<file path="src/design/cache_config.svh">
/*
  Geometry of the direct-mapped cache and depth of the burst RAM behind it.
  Included by the package and by RTL that slices addresses into fields.
*/
`ifndef CACHE_CONFIG_SVH
`define CACHE_CONFIG_SVH

// line index bits, 2^8 = 256 lines
`define CACHE_LINE_IX_W 8

// word position within a line, eight 32-bit words per line
`define CACHE_COL_IX_W 3

// byte offset below a 32-bit word
`define CACHE_BYTE_OFS_W 2

// 64-bit beats needed to move one 32 byte line
`define CACHE_BEATS 4

// burst RAM address width in beats, 2^12 x 8 B = 32 KB
`define BR_ADDR_W 12

`endif

</file>
<file path="src/design/cache_pkg.sv">
/*
  Shared types for the cache: address fields, data widths and the burst FSM states.
  Referenced with scoped names from every design file.
*/
`include "cache_config.svh"

package cache_pkg;

  // requester side data
  typedef logic [31:0] word_t;
  typedef logic [3:0] byte_en_t;

  // one transfer on the burst RAM bus, two words
  typedef logic [63:0] beat_t;

  // address fields, |tag|line|col|byte|
  typedef logic [`CACHE_COL_IX_W-1:0] col_ix_t;
  typedef logic [`CACHE_LINE_IX_W-1:0] line_ix_t;
  typedef logic [31-`CACHE_LINE_IX_W-`CACHE_COL_IX_W-`CACHE_BYTE_OFS_W:0] tag_t;

  typedef logic [$clog2(`CACHE_BEATS)-1:0] beat_ix_t;
  typedef logic [`BR_ADDR_W-1:0] br_addr_t;

  // controller states, eviction always precedes the fill
  typedef enum logic [2:0] {
    st_idle,
    st_evict,
    st_fill_wait,
    st_fill,
    st_done
  } burst_state_t;

endpackage

</file>
<file path="src/design/line_xfer_if.sv">
/*
  Line transfer channel between the line store and the burst controller.
  Carries miss status, victim beats out and fill beats in.
*/
`timescale 1ns/1ps

interface line_xfer_if;

  // status and victim data from the store
  logic miss;
  logic victim_dirty;
  cache_pkg::tag_t victim_tag;
  cache_pkg::beat_t evict_data;

  // beat selection and fill writes from the controller
  cache_pkg::beat_ix_t beat_ix;
  logic fill_we;
  cache_pkg::beat_t fill_data;
  logic fill_done;

  modport store (
    output miss, victim_dirty, victim_tag, evict_data,
    input beat_ix, fill_we, fill_data, fill_done
  );

  modport ctrl (
    input miss, victim_dirty, victim_tag, evict_data,
    output beat_ix, fill_we, fill_data, fill_done
  );

endinterface

</file>
<file path="src/design/cache_burst_ctrl.sv">
/*
  Burst FSM of the cache: writes a dirty victim back as a four-beat burst,
  then fetches the missed line and streams its beats into the line store.
  Commands go out only while the burst RAM is not busy.
*/
`timescale 1ns/1ps
`include "cache_config.svh"

module cache_burst_ctrl (
  input logic clk,
  input logic rst,
  input cache_pkg::word_t addr,
  input cache_pkg::beat_t br_rd_data,
  input logic br_rd_data_ready,
  input logic br_busy,
  output logic br_cmd,
  output logic br_cmd_en,
  output cache_pkg::br_addr_t br_addr,
  output cache_pkg::beat_t br_wr_data,
  line_xfer_if.ctrl xfer
);

  localparam int line_lsb = `CACHE_BYTE_OFS_W + `CACHE_COL_IX_W;
  // byte address to beat address
  localparam int beat_sh = line_lsb - $clog2(`CACHE_BEATS);
  localparam cache_pkg::beat_ix_t last_beat = cache_pkg::beat_ix_t'(`CACHE_BEATS - 1);

  cache_pkg::burst_state_t state;
  cache_pkg::beat_ix_t beat_cnt;

  cache_pkg::line_ix_t line_ix;
  cache_pkg::word_t victim_line_addr;
  cache_pkg::word_t fill_line_addr;
  cache_pkg::br_addr_t victim_br_addr;
  cache_pkg::br_addr_t fill_br_addr;

  assign line_ix = addr[line_lsb +: `CACHE_LINE_IX_W];

  // byte address of the first word of each line, truncated to the RAM size
  assign victim_line_addr = {xfer.victim_tag, line_ix, {line_lsb{1'b0}}};
  assign fill_line_addr = {addr[31:line_lsb], {line_lsb{1'b0}}};
  assign victim_br_addr = victim_line_addr[beat_sh +: `BR_ADDR_W];
  assign fill_br_addr = fill_line_addr[beat_sh +: `BR_ADDR_W];

  always_ff @(posedge clk) begin
    if (rst) begin
      state <= cache_pkg::st_idle;
      beat_cnt <= '0;
    end else begin
      case (state)
        cache_pkg::st_idle: begin
          if (xfer.miss) begin
            state <= xfer.victim_dirty ? cache_pkg::st_evict : cache_pkg::st_fill_wait;
          end
        end
        cache_pkg::st_evict: begin
          // beat 0 waits for the RAM, beats 1 to 3 follow back to back
          if (beat_cnt != '0 || !br_busy) begin
            beat_cnt <= beat_cnt + 1'b1;
            if (beat_cnt == last_beat) begin
              state <= cache_pkg::st_fill_wait;
            end
          end
        end
        cache_pkg::st_fill_wait: begin
          if (!br_busy) begin
            state <= cache_pkg::st_fill;
          end
        end
        cache_pkg::st_fill: begin
          if (br_rd_data_ready) begin
            beat_cnt <= beat_cnt + 1'b1;
            if (beat_cnt == last_beat) begin
              state <= cache_pkg::st_done;
            end
          end
        end
        cache_pkg::st_done: begin
          // line is valid now, requester sees the hit this cycle
          state <= cache_pkg::st_idle;
        end
        default: begin
          state <= cache_pkg::st_idle;
        end
      endcase
    end
  end

  // command issue, the enable is held back while the RAM reports busy
  always_comb begin
    br_cmd = 1'b0;
    br_cmd_en = 1'b0;
    br_addr = fill_br_addr;
    case (state)
      cache_pkg::st_evict: begin
        br_cmd = 1'b1;
        br_addr = victim_br_addr;
        br_cmd_en = (beat_cnt == '0) && !br_busy;
      end
      cache_pkg::st_fill_wait: begin
        br_cmd_en = !br_busy;
      end
      default: begin
        br_cmd_en = 1'b0;
      end
    endcase
  end

  // victim beats come straight from the store, selected by the beat counter
  assign br_wr_data = xfer.evict_data;
  assign xfer.beat_ix = beat_cnt;

  assign xfer.fill_we = (state == cache_pkg::st_fill) && br_rd_data_ready;
  assign xfer.fill_data = br_rd_data;
  assign xfer.fill_done = xfer.fill_we && (beat_cnt == last_beat);

endmodule

</file>
<file path="src/flat_wrapper.sv">
// flat-port wrapper written by rule: the top's interface ports become plain ports
module cache_burst_ctrl_flat 
  (clk, rst, addr, br_rd_data, br_rd_data_ready, br_busy, br_cmd, br_cmd_en, br_addr, br_wr_data, xfer_miss, xfer_victim_dirty, xfer_victim_tag, xfer_evict_data, xfer_beat_ix, xfer_fill_we, xfer_fill_data, xfer_fill_done);
  line_xfer_if xfer_i ();
  input logic clk;
  input logic rst;
  input cache_pkg::word_t addr;
  input cache_pkg::beat_t br_rd_data;
  input logic br_rd_data_ready;
  input logic br_busy;
  output logic br_cmd;
  output logic br_cmd_en;
  output cache_pkg::br_addr_t br_addr;
  output cache_pkg::beat_t br_wr_data;
  input wire logic [$bits(xfer_i.miss)-1:0] xfer_miss;
  input wire logic [$bits(xfer_i.victim_dirty)-1:0] xfer_victim_dirty;
  input wire logic [$bits(xfer_i.victim_tag)-1:0] xfer_victim_tag;
  input wire logic [$bits(xfer_i.evict_data)-1:0] xfer_evict_data;
  output wire logic [$bits(xfer_i.beat_ix)-1:0] xfer_beat_ix;
  output wire logic [$bits(xfer_i.fill_we)-1:0] xfer_fill_we;
  output wire logic [$bits(xfer_i.fill_data)-1:0] xfer_fill_data;
  output wire logic [$bits(xfer_i.fill_done)-1:0] xfer_fill_done;
  assign xfer_i.miss = xfer_miss;
  assign xfer_i.victim_dirty = xfer_victim_dirty;
  assign xfer_i.victim_tag = xfer_victim_tag;
  assign xfer_i.evict_data = xfer_evict_data;
  assign xfer_beat_ix = xfer_i.beat_ix;
  assign xfer_fill_we = xfer_i.fill_we;
  assign xfer_fill_data = xfer_i.fill_data;
  assign xfer_fill_done = xfer_i.fill_done;
  cache_burst_ctrl u_core (.clk(clk), .rst(rst), .addr(addr), .br_rd_data(br_rd_data), .br_rd_data_ready(br_rd_data_ready), .br_busy(br_busy), .br_cmd(br_cmd), .br_cmd_en(br_cmd_en), .br_addr(br_addr), .br_wr_data(br_wr_data), .xfer(xfer_i));
endmodule
</file>
<file path="config.mk">
export PLATFORM = sky130hd
export DESIGN_NAME = cache_burst_ctrl_flat
export DESIGN_NICKNAME = d
export VERILOG_FILES = /design/src/design/cache_pkg.sv /design/src/design/line_xfer_if.sv /design/src/design/cache_burst_ctrl.sv /design/src/flat_wrapper.sv
export VERILOG_INCLUDE_DIRS = /design/src /design/src/design
export SDC_FILE = /design/constraint.sdc
export NUM_CORES = 1
export LEC_CHECK = 0
export ABC_AREA = 1
export BUFFER_PORTS_ARGS = -buffer_cell sky130_fd_sc_hd__buf_2
export CAP_MARGIN = 20
export CORE_AREA = 2 2 128 130
export CTS_BUF_LIST = sky130_fd_sc_hd__clkbuf_4 sky130_fd_sc_hd__clkbuf_8
export DETAILED_ROUTE_END_ITERATION = 12
export DIE_AREA = 0 0 130 132
export SYNTH_ARGS = -nofsm -noshare
export SYNTH_HDL_FRONTEND = slang
export SYNTH_SLANG_ARGS = --single-unit
</file>
<file path="constraint.sdc">
create_clock -name clk -period 1.6 [get_ports clk]
set_input_delay 0.32 -clock clk [delete_from_list [all_inputs] [get_ports clk]]
set_output_delay 0.32 -clock clk [all_outputs]
set_load 0.005 [all_outputs]
</file>
-- After elaboration in Yosys (flattened, before gate mapping)
Index checks and enable logic that the tools add are counted.
- bits in registers: 5
- logic and storage cells: 38
- output and inout bits: 146
- input port bits: 185
- add/subtract/negate cells: 1
- eq/ne operators: 10
- reduce and logical (&&, ||, !) cells: 11
- mux-type cells: 14
- operators by type and width (operator ; number):
    $mux 3 ; 6
    $mux 12 ; 1
    $pmux 3 s4 ; 1
    $eq 3x2->1 const B ; 2
    $mux 2 ; 3
    $ne 2x1->1 const B ; 3
    $ne 2x2->1 const B ; 3
    $reduce_and 6->1 ; 1
    $pmux 2 s2 ; 1
    $reduce_bool 2->1 ; 2
    $eq 3x1->1 const B ; 1
    $logic_and 1x1->1 ; 3
    $logic_not 3->1 ; 1
    $reduce_and 3->1 ; 1
    $add 2x1->2 const B ; 1
    $eq 2x2->1 const B ; 1
    $logic_not 2->1 ; 1
    $pmux 1 s2 ; 1
    $logic_not 1->1 ; 1
    $logic_or 1x1->1 ; 1
    $mux 1 ; 1

-- Logic depth before layout (Yosys ltp)
- word-level depth: 4
- depth in mapped cells: 10
- mapped depth without buffers: 10

-- Worst setup path before layout
No wires, ideal clock.
- kind: register -> output
- start: register u_core.state[0]
- end: output port br_cmd_en
- buffers on the path: 0
- required time: 1280 ps
- path slack: 324 ps
- data arrival time: 956 ps
- stages on the path, launching flop included: 7
- cell sequence: dfxtp_1 -> inv_1 -> nor2_2 -> inv_2 -> nor2_4 -> nand2_1 -> a21oi_1
- word-level cells in the longest chain between the ends: 2
- elaborated cells on any way between the ends: 3
- classes of those cells: eq/ne (2); mux (1)
- ends and longest elaborated chain (what ; line ; source):
    start: declaration ; cache_burst_ctrl.sv:28 ; cache_pkg::burst_state_t state;
    start signal: assignment ; cache_burst_ctrl.sv:47 ; state <= cache_pkg::st_idle;
    start signal: assignment ; cache_burst_ctrl.sv:53 ; state <= xfer.victim_dirty ? cache_pkg::st_evict : cache_pkg::st_fill_wait;
    start signal: assignment ; cache_burst_ctrl.sv:61 ; state <= cache_pkg::st_fill_wait;
    $eq 3x2->1 / $eq 3x1->1 (equally long branches) ; cache_burst_ctrl.sv:94 ; case (state)
    $pmux 1 s2 * ; cache_burst_ctrl.sv:94 ;
    end: declaration ; flat_wrapper.sv:12 ; output logic br_cmd_en;
Mark *: on every way between the ends. The rest lies on a longest branch, timed or not.

-- Final worst setup path
- start: register u_core.state[0]
- end: output port br_addr[10]
- word-level cells in the longest chain between the ends: 2
- ends and longest elaborated chain (what ; line ; source):
    $eq 3x1->1 ; cache_burst_ctrl.sv:94 ;
    $mux 12 ; cache_burst_ctrl.sv:94 ;
    end: declaration ; flat_wrapper.sv:13 ; output cache_pkg::br_addr_t br_addr;
Every way passes these cells.

==> impl_metrics.csv <==
group,metric,value,unit
status,status,"completed",
yosys,syn_area,0.00144,mm²
clock_network,cts_hold_buf,0,
detailed_routing,ant_nets,0,
detailed_routing,wl_per_cell,11.6,µm
power_and_ir_drop,power_density,1220,mW/mm²
critical_path,crit_path_max_fanout,4,
sta,period_minus_slack,1.53,ns
sta,timing.final.max_slew_violations,0,
die,pin_count,331,
critical_path,worstRegToRegCells,10,
global_route,grt_pass1_wl,4760,µm
yosys,ys_seq_area_frac,0.0693,
yosys,synth_ff_type,"dfxtp_1",
yosys,syn_avg_cell_area,7.08,µm²
sta,rsz0062_at_grt,"true",
die,rows,46,
sta,hold_viol_final,0,
power_and_ir_drop,ir_drop,0.211,mV
yosys,synth_seq_cells,5,
detailed_routing,highest_layer,"met5",
critical_path,worstPathArrival,1.21,ns
final_layout,fin_util,0.0570,
die,dieHeight,132,µm
global_route,grt_overflow,0,
detailed_routing,via_per_inst,2.25,
sta,setup_violations,0,
min_path,min_path_cells,2,
critical_path,end_kind,"primary output",
yosys,synth.most_common_cell,"buf_4",
detailed_routing,met2_length,1490,µm
global_route,grt_max_degree,8,
clock_network,clock_latency,0.22,ns
clock_network,clock_path_buffers,2,
detailed_routing,drc,0,
global_route,grtUsageTotal,0.0405,
sta,finClkSkew,0.00360,ns
final_layout,finalNetCount,282,
yosys,synth_largest_area_cell,"buf_4",
global_route,antenna_found_initial,2,
critical_path,required,1.28,ns
clock_network,cts_tree,"done",
clock_network,htreeDepth,1,
detailed_routing,dr_wl_met3,813,µm
final_layout,syn_to_final_growth,-38.0,%
sta,max_freq,0.655,GHz
yosys,synthArstFlopShare,0,
sta,period_share,0.954,
detailed_routing,m1WireLength,757,µm
yosys,synth.top_cell.area_share,0.718,
final_layout,num-fill-cells,1849,
clock_network,clk_pin_slew_worst_paths,0.04,ns
die,core_area,0.0157,mm²
place,pre_cts_ws,0.110,ns
yosys,netlist_instances,204,
detailed_routing,drt_iter0_markers,15,
power_and_ir_drop,static-leakage-power,0.345,nW
global_route,grt_pass1_vias,764,
clock_network,cts_made_buffers,3,
yosys,ys_types,20,
yosys,yosys_warnings,0,
critical_path,critPathKind,"reg2out",
detailed_routing,routed_wl,3590,µm
yosys,synth_edf_count,0,
die,dieArea,0.0172,mm²
final_layout,layout-drive-gt1-share,0.500,
place,placed_cells,303,
die,start_util,0.0919,
flow_run,cap_violations,0,
place,port-buffer-count,17,
detailed_routing,num_vias,699,
final_layout,stdcell_count,311,
critical_path,worstSetupStartpointType,"flop",
detailed_routing,drt-pass1-iter-count,3,
yosys,yosys-top-cells-area,"buf_4 (72%), dfxtp_1 (6.9%), nand2_1 (3.9%), inv_1 (2.6%), nor2_1 (2.1%)",
die,die-width,130,µm
clock_network,root_buffer,"clkbuf_8",
clock_network,cts_sinks,5,
yosys,synth_top_cells_by_count,"buf_4 (138), nand2_1 (15), inv_1 (10)",
place,gp_congestion,0.651,
min_path,hp-class,"in2reg",
place,place_hpwl,3110,µm
sta,setup_ws,0.0739,ns
-- per-layer routing --
| metal | global-route usage | vias to the layer above |
|---|---|---|
| met3 | 0.0426 | 80 |
| met4 | 0.0579 | 4 |
| met2 | 0.0561 | 99 |
| met1 | 0.0208 | 255 |
| li1 | - | 261 |
| met5 | 0.0206 | - |
-- cells in the final DEF, fill, tap and decap left out --
cell / instances
nor2_2: 1
inv_2: 4
dfxtp_4: 1
o21bai_1: 1
o211ai_1: 1
a21oi_2: 1
clkbuf_8: 3
nor3_1: 4
nand3_2: 1
a31oi_1: 1
dfxtp_1: 3
nor2_1: 7
conb_1: 2
ha_1: 2
nor2_4: 4
buf_2: 17
inv_1: 7
dfxtp_2: 1
nand2_2: 6
o21ai_1: 2
inv_4: 1
buf_6: 1
clkbuf_4: 1
buf_4: 5
nor4_1: 1
diode_2: 1
nand2_1: 13
nand3_1: 3
-- critical path: stages, from the launching register on --
cell	delay, ns
dfxtp_2	0.34
inv_4	0.04
nor2_4	0.08
inv_2	0.05
nor2_4	0.11
buf_6	0.12
inv_2	0.04
nand2_2	0.04
nand2_1	0.04
buf_2	0.11
-- through the flow --
stage	hold WS, ns	total power, W	area (µm²)	TNS [ns]
2_1_floorplan	0.397	0.000831	1450	0
3_3_place_gp	0.501	0.000753	790	0
3_5_place_dp	0.511	0.000752	790	0
4_1_cts	0.282	0.00105	861	-0.0185
5_1_grt	0.302	0.00120	893	0
6_report	0.282	0.00109	896	0
-- path summary, 6_finish.rpt --
check	slack, ns	from	to
setup / recovery	0.07	u_core.state[0]	br_addr[10]
hold / removal	0.28	rst	u_core.state[2]
setup reg to reg	0.26	u_core.xfer.beat_ix[0]	u_core.state[0]
hold reg to reg	0.55	u_core.xfer.beat_ix[0]	u_core.xfer.beat_ix[0]
-- registers in the layout, indices dropped and copies added (netlist names) --
signal               count
u_core.xfer.beat_ix      2
u_core.state             3
-- layout make-up --
type / count / area, µm² / share of cell area
multi-input combinational: 50 / 288 / 0.321
tap: 216 / 270 / 0.302
timing repair buffer: 23 / 134 / 0.149
sequential: 5 / 105 / 0.117
clock buffer: 4 / 48.8 / 0.0545
inverter: 12 / 47.5 / 0.0531
antenna: 1 / 2.50 / 0.00279
-- kinds of logic (layout without fill, tap and decap cells) --
kind of cell,Yosys count,in the layout,synth area share
adder cells (fa/ha/maj),2,2,0.0173
AO/OA/AOI/OAI,6,6,0.0251
other,1,3,0.00260
AND/OR/NAND/NOR,40,40,0.137
buffers and inverters,150,39,0.749
flip-flops,5,5,0.0693
-- power breakdown --
group | total, W | internal, W | leakage, nW | switching, W
sequential | 0.000238 | 0.000179 | 0.0421 | 0.0000593
combinational | 0.000608 | 0.000268 | 0.276 | 0.000340
clock | 0.000247 | 0.000188 | 0.0262 | 0.0000594
total | 0.00109 | 0.000635 | 0.345 | 0.000458
-- what timing repair did --
item / CTS / global route
setup endpoints to repair: 5 / 4
pin swaps: 2 / 3
resized for setup: 6 / 8
setup buffers: 1 / 2
No activity file was read; power rests on OpenSTA's default activity.
